==> config.mk <==
export PLATFORM = sky130hd
export DESIGN_NAME = calibration_chain
export DESIGN_NICKNAME = d
export VERILOG_FILES = /design/src/rtl/calib_pkg.sv /design/src/rtl/axi_stream.sv /design/src/rtl/register_slice.sv /design/src/rtl/calibration_regs.sv /design/src/rtl/sample_calibrator.sv /design/src/rtl/calibration_chain.sv
export SDC_FILE = /design/constraint.sdc
export NUM_CORES = 1
export LEC_CHECK = 0
export BUFFER_PORTS_ARGS = -buffer_cell sky130_fd_sc_hd__buf_2
export CORE_ASPECT_RATIO = 0.5
export CORE_MARGIN = 8
export CORE_UTILIZATION = 50
export CTS_CLUSTER_DIAMETER = 30
export CTS_CLUSTER_SIZE = 28
export DETAILED_ROUTE_END_ITERATION = 7
export PLACE_DENSITY = 0.68
export RECOVER_POWER = 50
export SLEW_MARGIN = 30
export SYNTH_ARGS = -nofsm -noshare
export SYNTH_HDL_FRONTEND = slang
export SYNTH_SLANG_ARGS = --single-unit
==> constraint.sdc <==
create_clock -name clock -period 12.5 [get_ports clock]
set_clock_uncertainty 0.1 [all_clocks]
set_input_delay 2.5 -clock clock [delete_from_list [all_inputs] [get_ports clock]]
set_output_delay 2.5 -clock clock [all_outputs]
set_load 0.02 [all_outputs]
==> src/rtl/calib_pkg.sv <==
// Widths and APB register map; the map assumes at most 8 channels below CTRL_ADDR and DATA_WIDTH <= APB_DATA_WIDTH
package calib_pkg;

    // Stream widths, also the defaults of the module parameters
    localparam int DATA_WIDTH = 16;
    localparam int DEST_WIDTH = 2;
    localparam int USER_WIDTH = 8;

    // APB bus widths
    localparam int APB_ADDR_WIDTH = 8;
    localparam int APB_DATA_WIDTH = 32;

    // Gain is unsigned fixed point with this many fraction bits
    localparam int GAIN_FRAC_BITS = 14;
    localparam logic [DATA_WIDTH-1:0] UNITY_GAIN = DATA_WIDTH'(1 << GAIN_FRAC_BITS);

    // Channel c has its gain at 8*c and its offset at 8*c + 4
    localparam int CHANNEL_STRIDE_BITS = 3;
    localparam logic [2:0] GAIN_LOW_ADDR = 3'd0;
    localparam logic [2:0] OFFSET_LOW_ADDR = 3'd4;

    // Bit 0 of the control register is bypass
    localparam logic [APB_ADDR_WIDTH-1:0] CTRL_ADDR = 8'h40;
    localparam int CTRL_BYPASS_BIT = 0;

    typedef enum logic [1:0] {
        REG_GAIN,
        REG_OFFSET,
        REG_CTRL,
        REG_NONE
    } reg_select_e;

endpackage

==> src/rtl/axi_stream.sv <==
// AXI-stream style link with dest, user and last; a master holds its outputs until valid and ready meet
`timescale 1ns/1ps

interface axi_stream import calib_pkg::*; #(
    parameter int DATA_WIDTH = calib_pkg::DATA_WIDTH,
    parameter int DEST_WIDTH = calib_pkg::DEST_WIDTH,
    parameter int USER_WIDTH = calib_pkg::USER_WIDTH
);

    logic                  valid;
    logic                  ready;
    logic [DATA_WIDTH-1:0] data;
    logic [DEST_WIDTH-1:0] dest;
    logic [USER_WIDTH-1:0] user;
    logic                  last;

    modport master (
        output valid, data, dest, user, last,
        input  ready
    );

    modport slave (
        input  valid, data, dest, user, last,
        output ready
    );

endinterface

==> src/rtl/register_slice.sv <==
// Pipeline of N_STAGES (at least 1) stream registers that all freeze while out.ready is low; in.ready is combinational
`timescale 1ns/1ps

module register_slice import calib_pkg::*; #(
    parameter int DATA_WIDTH = calib_pkg::DATA_WIDTH,
    parameter int DEST_WIDTH = calib_pkg::DEST_WIDTH,
    parameter int USER_WIDTH = calib_pkg::USER_WIDTH,
    parameter int N_STAGES   = 1
) (
    input logic       clock,
    input logic       reset,
    axi_stream.slave  in,
    axi_stream.master out
);

    logic [DATA_WIDTH-1:0] data_q [N_STAGES];
    logic [DEST_WIDTH-1:0] dest_q [N_STAGES];
    logic [USER_WIDTH-1:0] user_q [N_STAGES];
    logic [N_STAGES-1:0]   last_q;
    logic [N_STAGES-1:0]   valid_q;

    // The whole chain moves as one, so ready needs no buffering
    assign in.ready = out.ready;

    assign out.valid = valid_q[N_STAGES-1];
    assign out.data  = data_q[N_STAGES-1];
    assign out.dest  = dest_q[N_STAGES-1];
    assign out.user  = user_q[N_STAGES-1];
    assign out.last  = last_q[N_STAGES-1];

    always_ff @(posedge clock) begin
        if (!reset) begin
            valid_q <= '0;
            last_q  <= '0;
            for (int i = 0; i < N_STAGES; i++) begin
                data_q[i] <= '0;
                dest_q[i] <= '0;
                user_q[i] <= '0;
            end
        end else if (out.ready) begin
            valid_q[0] <= in.valid;
            last_q[0]  <= in.last;
            data_q[0]  <= in.data;
            dest_q[0]  <= in.dest;
            user_q[0]  <= in.user;
            for (int i = 1; i < N_STAGES; i++) begin
                valid_q[i] <= valid_q[i-1];
                last_q[i]  <= last_q[i-1];
                data_q[i]  <= data_q[i-1];
                dest_q[i]  <= dest_q[i-1];
                user_q[i]  <= user_q[i-1];
            end
        end
        // Otherwise every stage holds, bubbles included
    end

endmodule

==> src/rtl/calibration_regs.sv <==
// APB slave with no wait states; registers are DATA_WIDTH bits and read back zero-extended, unmapped accesses set pslverr
`timescale 1ns/1ps

module calibration_regs import calib_pkg::*; #(
    parameter int DATA_WIDTH = calib_pkg::DATA_WIDTH,
    parameter int DEST_WIDTH = calib_pkg::DEST_WIDTH
) (
    input  logic                                        clock,
    input  logic                                        reset,
    input  logic                                        psel,
    input  logic                                        penable,
    input  logic                                        pwrite,
    input  logic [APB_ADDR_WIDTH-1:0]                   paddr,
    input  logic [APB_DATA_WIDTH-1:0]                   pwdata,
    output logic [APB_DATA_WIDTH-1:0]                   prdata,
    output logic                                        pready,
    output logic                                        pslverr,
    output logic [2**DEST_WIDTH-1:0][DATA_WIDTH-1:0]    gain_table,
    output logic [2**DEST_WIDTH-1:0][DATA_WIDTH-1:0]    offset_table,
    output logic                                        bypass
);

    reg_select_e               reg_select;
    logic [DEST_WIDTH-1:0]     channel;
    logic [APB_DATA_WIDTH-1:0] read_value;

    assign pready  = 1'b1;
    assign channel = paddr[CHANNEL_STRIDE_BITS +: DEST_WIDTH];

    // Only the low 8*channels bytes hold per-channel registers
    always_comb begin
        reg_select = REG_NONE;
        if (paddr == CTRL_ADDR) begin
            reg_select = REG_CTRL;
        end else if ((paddr >> (CHANNEL_STRIDE_BITS + DEST_WIDTH)) == '0) begin
            if (paddr[2:0] == GAIN_LOW_ADDR) begin
                reg_select = REG_GAIN;
            end else if (paddr[2:0] == OFFSET_LOW_ADDR) begin
                reg_select = REG_OFFSET;
            end
        end
    end

    always_comb begin
        read_value = '0;
        case (reg_select)
            REG_GAIN:   read_value[DATA_WIDTH-1:0] = gain_table[channel];
            REG_OFFSET: read_value[DATA_WIDTH-1:0] = offset_table[channel];
            REG_CTRL:   read_value[CTRL_BYPASS_BIT] = bypass;
            default:    read_value = '0;
        endcase
    end

    always_ff @(posedge clock) begin
        if (!reset) begin
            for (int c = 0; c < 2**DEST_WIDTH; c++) begin
                gain_table[c]   <= DATA_WIDTH'(UNITY_GAIN);
                offset_table[c] <= '0;
            end
            bypass  <= 1'b0;
            prdata  <= '0;
            pslverr <= 1'b0;
        end else begin
            if (psel && penable && pwrite) begin
                case (reg_select)
                    REG_GAIN:   gain_table[channel] <= pwdata[DATA_WIDTH-1:0];
                    REG_OFFSET: offset_table[channel] <= pwdata[DATA_WIDTH-1:0];
                    REG_CTRL:   bypass <= pwdata[CTRL_BYPASS_BIT];
                    default:    ;
                endcase
            end
            // Response is captured in the setup phase and held through the access phase
            if (psel && !penable) begin
                prdata  <= pwrite ? '0 : read_value;
                pslverr <= (reg_select == REG_NONE);
            end else if (psel && penable) begin
                prdata  <= '0;
                pslverr <= 1'b0;
            end
        end
    end

endmodule

==> src/rtl/sample_calibrator.sv <==
// One stall-aware stage computing sat(floor(data*gain/2^GAIN_FRAC_BITS) + offset); gain is unsigned, offset signed
`timescale 1ns/1ps

module sample_calibrator import calib_pkg::*; #(
    parameter int DATA_WIDTH = calib_pkg::DATA_WIDTH,
    parameter int DEST_WIDTH = calib_pkg::DEST_WIDTH,
    parameter int USER_WIDTH = calib_pkg::USER_WIDTH
) (
    input logic                                     clock,
    input logic                                     reset,
    axi_stream.slave                                in,
    axi_stream.master                               out,
    input logic [2**DEST_WIDTH-1:0][DATA_WIDTH-1:0] gain_table,
    input logic [2**DEST_WIDTH-1:0][DATA_WIDTH-1:0] offset_table,
    input logic                                     bypass
);

    // Wide enough for the full product plus the offset without overflow
    localparam int CALC_WIDTH = 2 * DATA_WIDTH + 2;
    localparam logic signed [CALC_WIDTH-1:0] SAT_MAX =
        {{(CALC_WIDTH - DATA_WIDTH + 1){1'b0}}, {(DATA_WIDTH - 1){1'b1}}};
    localparam logic signed [CALC_WIDTH-1:0] SAT_MIN =
        {{(CALC_WIDTH - DATA_WIDTH + 1){1'b1}}, {(DATA_WIDTH - 1){1'b0}}};

    logic [DATA_WIDTH-1:0]        gain;
    logic signed [DATA_WIDTH-1:0] offset;
    logic signed [CALC_WIDTH-1:0] product;
    logic signed [CALC_WIDTH-1:0] scaled;
    logic signed [CALC_WIDTH-1:0] sum;
    logic [DATA_WIDTH-1:0]        result;

    assign in.ready = out.ready;

    always_comb begin
        gain   = gain_table[in.dest];
        offset = $signed(offset_table[in.dest]);
        // A zero is prepended so the gain stays positive in the signed multiply
        product = $signed(in.data) * $signed({1'b0, gain});
        // Arithmetic shift rounds toward minus infinity
        scaled = product >>> GAIN_FRAC_BITS;
        sum    = scaled + offset;
        if (bypass) begin
            result = in.data;
        end else if (sum > SAT_MAX) begin
            result = SAT_MAX[DATA_WIDTH-1:0];
        end else if (sum < SAT_MIN) begin
            result = SAT_MIN[DATA_WIDTH-1:0];
        end else begin
            result = sum[DATA_WIDTH-1:0];
        end
    end

    always_ff @(posedge clock) begin
        if (!reset) begin
            out.valid <= 1'b0;
        end else if (out.ready) begin
            out.valid <= in.valid;
        end
    end

    always_ff @(posedge clock) begin
        if (out.ready) begin
            out.data <= result;
            out.dest <= in.dest;
            out.user <= in.user;
            out.last <= in.last;
        end
    end

endmodule

==> src/rtl/calibration_chain.sv <==
// Slice, calibrator, slice; latency is 2*N_STAGES+1 accepted edges and out_ready reaches in_ready combinationally
`timescale 1ns/1ps

module calibration_chain import calib_pkg::*; #(
    parameter int N_STAGES = 2
) (
    input  logic                      clock,
    input  logic                      reset,
    input  logic                      in_valid,
    output logic                      in_ready,
    input  logic [DATA_WIDTH-1:0]     in_data,
    input  logic [DEST_WIDTH-1:0]     in_dest,
    input  logic [USER_WIDTH-1:0]     in_user,
    input  logic                      in_last,
    output logic                      out_valid,
    input  logic                      out_ready,
    output logic [DATA_WIDTH-1:0]     out_data,
    output logic [DEST_WIDTH-1:0]     out_dest,
    output logic [USER_WIDTH-1:0]     out_user,
    output logic                      out_last,
    input  logic                      psel,
    input  logic                      penable,
    input  logic                      pwrite,
    input  logic [APB_ADDR_WIDTH-1:0] paddr,
    input  logic [APB_DATA_WIDTH-1:0] pwdata,
    output logic [APB_DATA_WIDTH-1:0] prdata,
    output logic                      pready,
    output logic                      pslverr
);

    logic [2**DEST_WIDTH-1:0][DATA_WIDTH-1:0] gain_table;
    logic [2**DEST_WIDTH-1:0][DATA_WIDTH-1:0] offset_table;
    logic                                     bypass;

    // The outer two links only adapt the plain ports to the stream interface
    axi_stream #(.DATA_WIDTH(DATA_WIDTH), .DEST_WIDTH(DEST_WIDTH), .USER_WIDTH(USER_WIDTH))
        in_stream ();
    axi_stream #(.DATA_WIDTH(DATA_WIDTH), .DEST_WIDTH(DEST_WIDTH), .USER_WIDTH(USER_WIDTH))
        raw_stream ();
    axi_stream #(.DATA_WIDTH(DATA_WIDTH), .DEST_WIDTH(DEST_WIDTH), .USER_WIDTH(USER_WIDTH))
        cal_stream ();
    axi_stream #(.DATA_WIDTH(DATA_WIDTH), .DEST_WIDTH(DEST_WIDTH), .USER_WIDTH(USER_WIDTH))
        out_stream ();

    assign in_stream.valid = in_valid;
    assign in_stream.data  = in_data;
    assign in_stream.dest  = in_dest;
    assign in_stream.user  = in_user;
    assign in_stream.last  = in_last;
    assign in_ready        = in_stream.ready;

    assign out_valid        = out_stream.valid;
    assign out_data         = out_stream.data;
    assign out_dest         = out_stream.dest;
    assign out_user         = out_stream.user;
    assign out_last         = out_stream.last;
    assign out_stream.ready = out_ready;

    register_slice #(
        .DATA_WIDTH(DATA_WIDTH),
        .DEST_WIDTH(DEST_WIDTH),
        .USER_WIDTH(USER_WIDTH),
        .N_STAGES  (N_STAGES)
    ) input_slice (
        .clock(clock),
        .reset(reset),
        .in   (in_stream.slave),
        .out  (raw_stream.master)
    );

    sample_calibrator #(
        .DATA_WIDTH(DATA_WIDTH),
        .DEST_WIDTH(DEST_WIDTH),
        .USER_WIDTH(USER_WIDTH)
    ) calibrator (
        .clock       (clock),
        .reset       (reset),
        .in          (raw_stream.slave),
        .out         (cal_stream.master),
        .gain_table  (gain_table),
        .offset_table(offset_table),
        .bypass      (bypass)
    );

    register_slice #(
        .DATA_WIDTH(DATA_WIDTH),
        .DEST_WIDTH(DEST_WIDTH),
        .USER_WIDTH(USER_WIDTH),
        .N_STAGES  (N_STAGES)
    ) output_slice (
        .clock(clock),
        .reset(reset),
        .in   (cal_stream.slave),
        .out  (out_stream.master)
    );

    calibration_regs #(
        .DATA_WIDTH(DATA_WIDTH),
        .DEST_WIDTH(DEST_WIDTH)
    ) regs (
        .clock       (clock),
        .reset       (reset),
        .psel        (psel),
        .penable     (penable),
        .pwrite      (pwrite),
        .paddr       (paddr),
        .pwdata      (pwdata),
        .prdata      (prdata),
        .pready      (pready),
        .pslverr     (pslverr),
        .gain_table  (gain_table),
        .offset_table(offset_table),
        .bypass      (bypass)
    );

endmodule

* Yosys cells after proc, flatten, opt, wreduce, memory -nomap -nowiden
Memory sizes are Yosys's and may differ from the RTL's. A register that Yosys moved wholly into a read port is not among the register bits.
Index checks and enable logic that the tools add are counted.
** Operators by class
- Add/subtract/negate cells :: 1
- Multipliers :: 1
- Div/mod/pow operators :: 0
- $lt $le $gt $ge :: 5
- Eq/ne operators :: 5
- Shift operators :: 0
- Multiplexer cells :: 42
- Bitwise operators :: 12
- Reduce and logical (&&, ||, !) cells :: 12
** Operator list (count)
- $mux W16 :: 13
- $bmux W16 S2 :: 4
- $bwmux W64 :: 2
- $mux W32 :: 2
- $gt A34 B16 Y1 const B :: 1
- $lt A34 B16 Y1 const B :: 1
- $mul A16 B17 Y33 :: 1
- $demux W16 S2 :: 1
- $mux W8 :: 4
- $pmux W15 S2 :: 1
- $add A19 B16 Y20 :: 1
- $mux W2 :: 8
- $or A1 B1 Y1 :: 12
- $eq A8 B7 Y1 const B :: 1
- $logic_not A8 Y1 :: 1
- $lt A2 B3 Y1 const B :: 2
- $mux W1 :: 6
- $reduce_and A2 Y1 :: 3
- $eq A2 B2 Y1 const B :: 2
- $logic_and A1 B1 Y1 :: 4
- $eq A3 B3 Y1 const B :: 1
- $logic_not A3 Y1 :: 1
- $pmux W1 S3 :: 1
- $eq A2 B1 Y1 const B :: 1
- 4 further kinds :: 4
** Storage, ports and cells
- Register bits :: 190
- Latch bits :: 0
- Memory bits (writable) :: 104
- Memory bits (read-only) :: 0
- Bits of input ports :: 74
- Output and inout port bits :: 63
- Word-level logic and storage cells :: 103
- Memories kept :: 6
** Memory list
- input_slice.data_q :: depth 2, width 16, read ports 2, clocked after Yosys merged registers in 0, wr ports 2, RTL line register_slice.sv:16 : logic [DATA_WIDTH-1:0] data_q [N_STAGES];
- output_slice.data_q :: depth 2, width 16, read ports 2, clocked after Yosys merged registers in 0, wr ports 2, RTL line register_slice.sv:16
- input_slice.user_q :: depth 2, width 8, read ports 2, clocked after Yosys merged registers in 1, wr ports 2, RTL line register_slice.sv:18 : logic [USER_WIDTH-1:0] user_q [N_STAGES];
- output_slice.user_q :: depth 2, width 8, read ports 2, clocked after Yosys merged registers in 0, wr ports 2, RTL line register_slice.sv:18
- input_slice.dest_q :: depth 2, width 2, read ports 2, clocked after Yosys merged registers in 0, wr ports 2, RTL line register_slice.sv:17 : logic [DEST_WIDTH-1:0] dest_q [N_STAGES];
- output_slice.dest_q :: depth 2, width 2, read ports 2, clocked after Yosys merged registers in 0, wr ports 2, RTL line register_slice.sv:17

* Depth between registers and ports, before layout
Gate-level depths: netlist of the first run.
- Word-level depth :: 9
- Mapped depth :: 37

* By module
A second synthesis of the first run with hierarchy kept.
** Second synthesis, totals
- Cell total of the unflattened synthesis :: 2267
- Area, all modules :: 22480.3 um2
** Modules (own cells, without submodules)
- sample_calibrator :: instances 1, cells an instance 1191, area each 11162.0 um2, sequential area each 830.8 um2
- calibration_regs :: instances 1, cells an instance 764, area each 6631.4 um2, sequential area each 2922.8 um2
- register_slice :: instances 2, cells an instance 156, area each 2343.5 um2, sequential area each 1641.6 um2

* Worst setup path before layout of the first run
OpenSTA, ideal clock, no wires.
- Path kind :: reg2reg
- From :: mem input_slice.dest_q[1][0] (netlist: input_slice.dest_q[0][2])
- To :: reg calibrator.out.data[9] (data pin)
- Arrival time :: 9.029 ns
- Required time :: 12.139 ns
- Path slack :: 3.110 ns
- Stages on the path, launching flop included :: 33
- Path buffers :: 4
- Clock period less this slack :: 9.390 ns
- Cells stage by stage :: edfxtp_1 -> buf_2 -> buf_1 -> mux4_2 -> clkbuf_1 -> and2_1 -> fa_1 -> fa_1 -> fa_1 -> fa_1 -> fa_1 -> inv_1 -> fa_1 -> inv_1 -> ha_1 -> a21oi_1 -> o21ai_0 -> a32oi_1 -> nor2_1 -> a2111o_1 -> a21oi_1 -> xnor2_1 -> ha_1 -> a21o_1 -> a21o_1 -> a21o_1 -> a21o_1 -> a221oi_2 -> nor2b_1 -> o41ai_4 -> o41ai_4 -> buf_6 -> a221o_1
** RTL lines
- start: declaration :: RTL line register_slice.sv:17
- end signal: assignment :: RTL line sample_calibrator.sv:63 : out.data <= result;
- end: declaration :: RTL line axi_stream.sv:18 : output valid, data, dest, user, last,

==> results.toml, run 1 <==
[die]
core_area_um2 = 43400
ios = 137
start_util_pct = 50.5
die_h_um = 164
fp.dieArea_um2 = 51200
fp.dieW_um = 312
rows = 54

[final_layout]
layout-drive-gt1-share_pct = 9.76
final_cell_mix = "nand2_1 (395), inv_1 (255), fa_1 (194)"
fillers = 3805
final_common_cell = "nand2_1"
synthToLayoutAreaGrowth_pct = 8.84
nets = 2556
design_area_um2 = 23900
final_util_pct = 54.9

[sta]
max_freq_mhz = 95.2
fin_crit_ps = 10510
slew_violations = 147
worst_pin_slew_ps = 3840
fin_crit_sh_pct = 84.1
finalHoldViolations = 0
tns_ps = 0
relSlewSlack_pct = -156
rsz0062_at_grt = "false"
setup_viol = 0

[placed_design]
hpwl_mm = 35.9
placed_area_um2 = 22400
place.gp.congestion = 0.848
portBuffers = 103

[drt]
via_per_inst = 5.47
drtAntennaViolNets = 0
dr.pass1.iters = 5
drtIter0Drc = 1043
drt-total-wl_mm = 52.4
wl_per_cell_um = 18.9
vias = 15200
route.detailed.drc = 0

[global_routing]
antenna_found_initial = 3
grt_max_degree = 135
grt_pass1_wl_mm = 83.3
grt_pass1_vias = 15400
grtUsageTotal_pct = 20.5
gr-total-overflow = 0

[clock_network]
cts_resized = 0
clk_latency_ps = 560
cts_buffer_depth = 3
cts_tree = "built"
cts_root_buf = "clkbuf_16"
cts_max_level = 2
ctsHoldBuffers = 0
numCtsBuffers = 42
path_clk_slew_ps = 60
clock_sinks = 286
cts_setup_buffers = 0

[setup_path]
cpMaxStageDelayCell = "clkbuf_1"
end_kind = "flip-flop"
crit_fanout = 17
path_class = "flip-flop to flip-flop"
cp-start-kind = "flip-flop"
worstPathBufferInverterCount = 5
max_stage_delay_ps = 960
crit_top_cell = "fa_1"
r2r_setup_slack_ps = 1990
cp.required_ps = 12800
critical_path.top_delay_family = "adder cells"
crit_arrival_ps = 10800

[synth]
synth-main-ff-cell = "dfxtp_1"
synth_seq_cells = 286
ys_warn_count = 0
synth_area_leaders = "edfxtp_1 (18%), fa_1 (18%), dfxtp_1 (14%)"
synthArstFlopShare_pct = 0
syn-cell-area_um2 = 21900
seq_area_frac_synth_pct = 32.1
synth_edf_count = 131
yosysTopAreaCell = "edfxtp_1"
synthCells = 2163
synth_top_cell_area_share_pct = 17.9
synth_cell_type_count = 58
postSynthAreaPerCell_um2 = 10.1

[power_and_ir_drop]
leakagePower_nw = 10.6
power_density_nw_per_um2 = 107
ir_drop_mv = 0.0968

[worst_hold_path]
hp-class = "flip-flop to flip-flop"

[run]
drv_cap = 2

[run_status]
violations = "max-capacitance violations, max-slew violations"
status = "finished with violations"
## registers in the layout (all words and copies together) (netlist names)
register and count:
regs.offset_table 64, calibrator.out.user 8, output_slice.data_q 32, regs.pslverr 1, input_slice.last_q 2, output_slice.user_q 16
regs.prdata 16, output_slice.dest_q 4, calibrator.out.data 16, output_slice.last_q 2, input_slice.valid_q 2, calibrator.out.valid 1
calibrator.out.last 1, input_slice.data_q 32, input_slice.dest_q 4, output_slice.valid_q 2, calibrator.out.dest 2, input_slice.user_q 16
regs.bypass 1, regs.gain_table 64
## power breakdown
part           switching, mW  total [mW]  internal [mW]
clock network          0.457        1.26          0.807
registers             0.0322        1.05           1.02
logic                  0.146       0.246          0.100
total                  0.635        2.56           1.93
## cells in the mapped netlist, drive strengths merged, types with 3 or more instances
master / count
and3: 113
a21boi: 126
o22ai: 15
o21ai: 15
ha: 138
xnor2: 29
nor3: 11
mux4: 64
xor2: 7
o21a: 8
o41ai: 3
inv: 255
o21bai: 5
and2: 135
edfxtp: 131
a21o: 10
clkbuf: 112
nor4: 3
a21oi: 29
nor2: 26
nand4: 5
nand2b: 14
a221o: 15
mux2i: 27
nand2: 395
buf: 73
dfxtp: 155
nand3: 13
fa: 194
nor2b: 17
## path summary, 6_finish.rpt
check / start / endpoint / depth (start not counted)
worst max-delay path: input_slice.dest_q[0][3] / calibrator.out.data[0] / 31
worst min-delay path: input_slice.user_q[1][6] / calibrator.out.user[6] / 0
worst max register to register: input_slice.dest_q[0][3] / calibrator.out.data[0] / 31
worst min register to register: input_slice.user_q[1][6] / calibrator.out.user[6] / 0
## logic make-up after synthesis
| logic type | synth area share, % |
|---|---|
| xor+xnor | 1.44 |
| flops | 32.1 |
| compound gates | 8.28 |
| simple gates | 16.1 |
| fa+ha+maj | 25.6 |
| mux | 7.81 |
| buf+inv | 8.62 |
| other cells | 0.0343 |
## final cells by class
type / instances / area (µm²) / share of cell area (%)
Multi-Input combinational cell: 1452 / 13100 / 54.7
Antenna cell: 1 / 2.50 / 0.0105
Sequential cell: 286 / 7040 / 29.5
Inverter: 255 / 957 / 4.01
Tap cell: 588 / 736 / 3.08
Clock inverter: 25 / 388 / 1.63
Clock buffer: 52 / 1140 / 4.78
Timing Repair Buffer: 113 / 542 / 2.27
## routing by layer
metal  up-vias  global-route usage (%)  wire (µm)
met3        94                    4.13       3240
met4         4                    6.06       1160
li1       7044                       -          -
met2       372                    36.1      25900
met1      7641                    25.7      22000
met5         -                       0         27
## metrics by stage
stage | power (mW) | hold slack [ps] | setup WS (ps) | std cells
global placement | 1.31 | 301 | 1960 | 2693
floorplan | 1.26 | 300 | 3110 | 2178
global route | 2.66 | 313 | 1590 | 2772
detailed placement | 1.32 | 306 | 1980 | 2693
finish | 2.56 | 315 | 1990 | 2772
CTS | 2.58 | 309 | 1940 | 2770
No activity file was read; power rests on OpenSTA's default activity.
==> run 2, diff against run 1 <==
Clock period 12.5 ns to 10.1 ns, I/O delays scaled along.
==> run 2 against run 1 <==
- the run still ends with max-capacitance violations, max-slew violations left
- cell area rose by 0.60%
- sequential share of layout area shrank 0.18 points
- global-route usage is 0.13 points higher
- critical path depth is the same
- maximum frequency grew 8.8%
- register-to-register slack lost 1600 ps
- setup slack lost 1600 ps
- first-iteration DRC count is 19% higher
- core utilization is 0.33 points higher
- critical path type unchanged
- critical endpoint is now calibrator.out.data[10]
==> results.toml, run 2 (synthesized netlist as in run 1, its figures left out) <==
[run_status]
status = "finished with violations"
violations = "max-capacitance violations, max-slew violations"

[sta]
worst_pin_slew_ps = 3640
fin_crit_sh_pct = 95.7
relSlewSlack_pct = -143
tns_ps = 0
finalHoldViolations = 0
rsz0062_at_grt = "false"
setup_viol = 0
fin_crit_ps = 9660
max_freq_mhz = 103
slew_violations = 292

[setup_path]
crit_top_cell = "fa_1"
max_stage_delay_ps = 710
path_class = "flip-flop to flip-flop"
crit_fanout = 16
end_kind = "flip-flop"
crit_arrival_ps = 9840
cp.required_ps = 10280
cpMaxStageDelayCell = "mux4_2"
cp-start-kind = "flip-flop"

[final_layout]
fillers = 3805
synthToLayoutAreaGrowth_pct = 9.50
nets = 2580
num_antenna_cells = 0
stdcell_count = 2794
design_area_um2 = 24000
final_util_pct = 55.3
top_regs = "regs.gain_table (64), regs.offset_table (64)"
final_common_cell = "nand2_1"
final_cell_mix = "nand2_1 (395), inv_1 (255), fa_1 (194)"
layout-drive-gt1-share_pct = 10.8

[drt]
drtIter0Drc = 1241
dr.pass1.iters = 6
wl_per_cell_um = 19.3
route.detailed.drc = 0
via_per_inst = 5.44
drt-total-wl_mm = 53.9
vias = 15200
drtAntennaViolNets = 0

[power_and_ir_drop]
p_int_mw = 2.30
ir_drop_mv = 0.111
p_clk_share_pct = 47.5
comb_power_share_pct = 10.3
finalPower_mw = 3.08
seqPwrFrac_pct = 42.2
leakagePower_nw = 10.7
switching_share_pct = 25.2
power.switching_uw = 776
power_density_nw_per_um2 = 128

[placed_design]
placed_area_um2 = 22600
portBuffers = 103
hpwl_mm = 37.4
dpl.cell_count = 2714
place.gp.congestion = 0.848

[clock_network]
cts_max_level = 2
cts_buffer_depth = 3
numCtsBuffers = 41
path_clk_slew_ps = 60
cts_tree = "built"
clk_latency_ps = 540
clock_sinks = 286
ctsHoldBuffers = 0
cts_root_buf = "clkbuf_16"

[global_routing]
gr-total-overflow = 0
grtUsageTotal_pct = 20.6
grt_pass1_vias = 15400
use_met3_pct = 4.20
antenna_found_initial = 3
grt_pass1_wl_mm = 84.0
met2_usage_pct = 35.5
grt_max_degree = 109
met1_usage_pct = 26.3
busiest_layer = "met2"

[die]
start_util_pct = 50.5
die_h_um = 164
core_area_um2 = 43400
fp.dieW_um = 312
rows = 54
fp.dieArea_um2 = 51200
ios = 137

[run]
drv_cap = 5

[worst_hold_path]
hp-class = "flip-flop to flip-flop"
[run 2: changes by cell type in the layout (fill, tap and decap cells not counted), sizes merged]
cell,previous run,this run
clkinv,8,10
diode,1,0
buf,64,86
inv,262,263
clkbuf,101,100
bufinv,7,5
mux4,64,65
[run 2: worst max-delay path, delay by kind of cell, from the launching register on]
family	cells	cell delay, ps
adder cells (fa/ha/maj)	8	3660
buffers and inverters	5	740
AND/OR/NAND/NOR	3	610
flip-flops	1	420
XOR/XNOR	1	140
AO/OA/AOI/OAI	13	3000
multiplexers	1	710
[run 2: through the flow]
step / setup WS [ps] / hold slack, ps
after floorplan: 710 / 300
after global placement: 409 / 302
after detailed placement: 417 / 306
after CTS: 382 / 318
after global routing: 17.2 / 318
final: 438 / 317
[run 2: final cells by class]
type / count / area [µm²] / share of cell area [%]
Clock buffer: 49 / 1090 / 4.52
Inverter: 255 / 957 / 3.99
Multi-Input combinational cell: 1453 / 13100 / 54.5
Sequential cell: 286 / 7040 / 29.3
Tap cell: 588 / 736 / 3.06
Timing Repair Buffer: 137 / 772 / 3.22
Clock inverter: 26 / 325 / 1.36
[run 2: final timing paths]
| path | slack, ps | cells past startpoint | startpoint | endpoint |
|---|---|---|---|---|
| setup / recovery | 440 | 31 | input_slice.dest_q[0][2] | calibrator.out.data[10] |
| hold / removal | 320 | 0 | input_slice.user_q[1][6] | calibrator.out.user[6] |
| setup reg to reg | 440 | 31 | input_slice.dest_q[0][2] | calibrator.out.data[10] |
| hold reg to reg | 320 | 0 | input_slice.user_q[1][6] | calibrator.out.user[6] |
[run 2: what timing repair did]
item | CTS | global route
hold endpoints to repair | 0 | 0
buffers inserted | 0 | 3
gates resized for setup | 0 | 3
setup endpoints to repair | 0 | 15
[run 2: power by group through the flow]
stage               clock network [mW]  registers (mW)  logic [mW]
floorplan                            0            1.30       0.260
global placement                     0            1.32       0.311
detailed placement                   0            1.32       0.315
CTS                               1.47            1.30       0.318
global route                      1.53            1.30       0.350
finish                            1.46            1.30       0.317
[run 2: routing by layer]
layer	up-vias	routed length, µm
met2	440	25700
li1	7098	-
met4	4	1390
met5	-	27
met1	7552	23000
met3	109	3870
==> run 3, diff against run 2 <==
Settings changed: CORE_UTILIZATION 50 to 35, PLACE_DENSITY 0.68 to unset.
==> run 3 against run 2 <==
- power is 16% higher
- die area is 39% higher
- critical path depth rose by 5
- sequential share of layout area shrank 1.9 points
- global-route usage shrank 3.0 points
- the flow now finishes without violations
- maximum frequency decreased by 2.9%
- largest power group unchanged
==> results.toml, run 3 (synthesized netlist as in run 1, its figures left out) <==
[setup_path]
cpMaxStageDelayCell = "fa_1"
reg2reg_to = "calibrator.out.data[5]"
r2r_setup_slack_ps = 150
cp.required_ps = 10330
crit_fanout = 8
crit_top_cell = "fa_1"
path_class = "flip-flop to flip-flop"
startpoint = "input_slice.dest_q[0][2]"
cp-start-kind = "flip-flop"
rr_worst_depth = 36
r2r-start = "input_slice.dest_q[0][2]"
crit_arrival_ps = 10180
end_kind = "flip-flop"
max_stage_delay_ps = 570

[sta]
relSlewSlack_pct = 30.7
fin_crit_ps = 9950
finalHoldViolations = 0
max_freq_mhz = 100
slew_violations = 0
fin_crit_sh_pct = 98.5
setup_viol = 0
worst_slack_ps = 149
worst_pin_slew_ps = 1040
tns_ps = 0

[drt]
wl_per_cell_um = 20.8
vias = 16100
drtIter0Drc = 1666
dr.pass1.iters = 5
drtAntennaViolNets = 0
route.detailed.drc = 0
drt-total-wl_mm = 65.0
via_per_inst = 5.15

[clock_network]
cts_root_buf = "clkbuf_16"
numCtsBuffers = 57
cts_tree = "built"
clk_latency_ps = 590
cts_max_level = 2
path_clk_slew_ps = 50
ctsHoldBuffers = 0
clock_sinks = 286
cts_buffer_depth = 3

[final_layout]
stdcell_count = 3128
nets = 2648
final_common_cell = "nand2_1"
top_regs = "regs.gain_table (64), regs.offset_table (64)"
final_cell_mix = "nand2_1 (395), inv_1 (254), fa_1 (189)"
synthToLayoutAreaGrowth_pct = 16.9
final_util_pct = 41.0
num_antenna_cells = 0
layout-drive-gt1-share_pct = 17.3
fillers = 6005

[worst_hold_path]
holdCritStartpoint = "input_slice.user_q[1][6]"
hp-class = "flip-flop to flip-flop"
hold_depth = 0
min_to = "calibrator.out.user[6]"

[placed_design]
place.gp.congestion = 0.949
hpwl_mm = 46.9
pre_cts_slack_ps = 85.1
portBuffers = 103
dpl.cell_count = 2988

[run]
drv_cap = 0

[die]
die_h_um = 193
core_area_um2 = 62500
ios = 137
rows = 65
fp.dieArea_um2 = 71400
fp.dieW_um = 370
start_util_pct = 35.1

[global_routing]
grt_pass1_vias = 16500
grt_max_degree = 136
gr-total-overflow = 0
grtUsageTotal_pct = 17.7
antenna_found_initial = 2
grt_pass1_wl_mm = 97.8

[power_and_ir_drop]
ir_drop_mv = 0.138
finalPower_mw = 3.56
power_density_nw_per_um2 = 139
leakagePower_nw = 11.5

[run_status]
status = "finished clean"
-- run 3: worst max path at each step --
stage / endpoint / slack [ps] / cells past startpoint
2_1_floorplan: calibrator.out.data[9] / 710 / 32
3_3_place_gp: calibrator.out.data[5] / 240 / 34
3_5_place_dp: calibrator.out.data[5] / 90 / 34
4_1_cts: calibrator.out.data[5] / 50 / 34
5_1_grt: calibrator.out.data[14] / -100 / 39
6_report: calibrator.out.data[5] / 150 / 36
-- run 3: where the power goes --
group | total [mW] | switching (mW) | internal, mW
combinational | 0.392 | 0.236 | 0.156
sequential | 1.31 | 0.0415 | 1.26
clock | 1.87 | 0.640 | 1.23
-- run 3: routing by layer --
layer / wire (µm) / vias to the layer above / global-route usage (%)
met4: 1190 / 0 / 3.54
met5: 0 / - / 0
met3: 7750 / 95 / 5.92
met2: 26100 / 799 / 24.8
met1: 29900 / 7974 / 26.2
li1: - / 7250 / -
-- run 3: repair_timing --
action / CTS / global route
setup endpoints to repair: 0 / 16
resized for setup: 0 / 48
setup buffers: 0 / 28
-- run 3: area by class of cell --
| type | count | area, µm² | share of cell area [%] |
|---|---|---|---|
| inverter | 255 | 957 | 3.73 |
| tap | 837 | 1050 | 4.09 |
| clock buffer | 70 | 1530 | 5.96 |
| sequential | 286 | 7040 | 27.5 |
| multi-input combinational | 1453 | 13300 | 52.0 |
| clock inverter | 38 | 412 | 1.61 |
| timing repair buffer | 189 | 1330 | 5.17 |
-- run 3: critical path: cells and delay by family, from the launching register on --
family / cells / cell delay, ps
adder cells (fa/ha/maj): 8 / 3820
AO/OA/AOI/OAI: 13 / 2980
buffers and inverters: 10 / 1260
flip-flops: 1 / 500
multiplexers: 1 / 490
AND/OR/NAND/NOR: 3 / 380
XOR/XNOR: 1 / 140
-- run 3: metrics by stage --
| stage | hold WS, ps | instance area, µm² |
|---|---|---|
| global route | 314 | 25600 |
| CTS | 313 | 25000 |
| finish | 311 | 25600 |
| global placement | 303 | 23100 |
| detailed placement | 305 | 23100 |
| floorplan | 300 | 22000 |
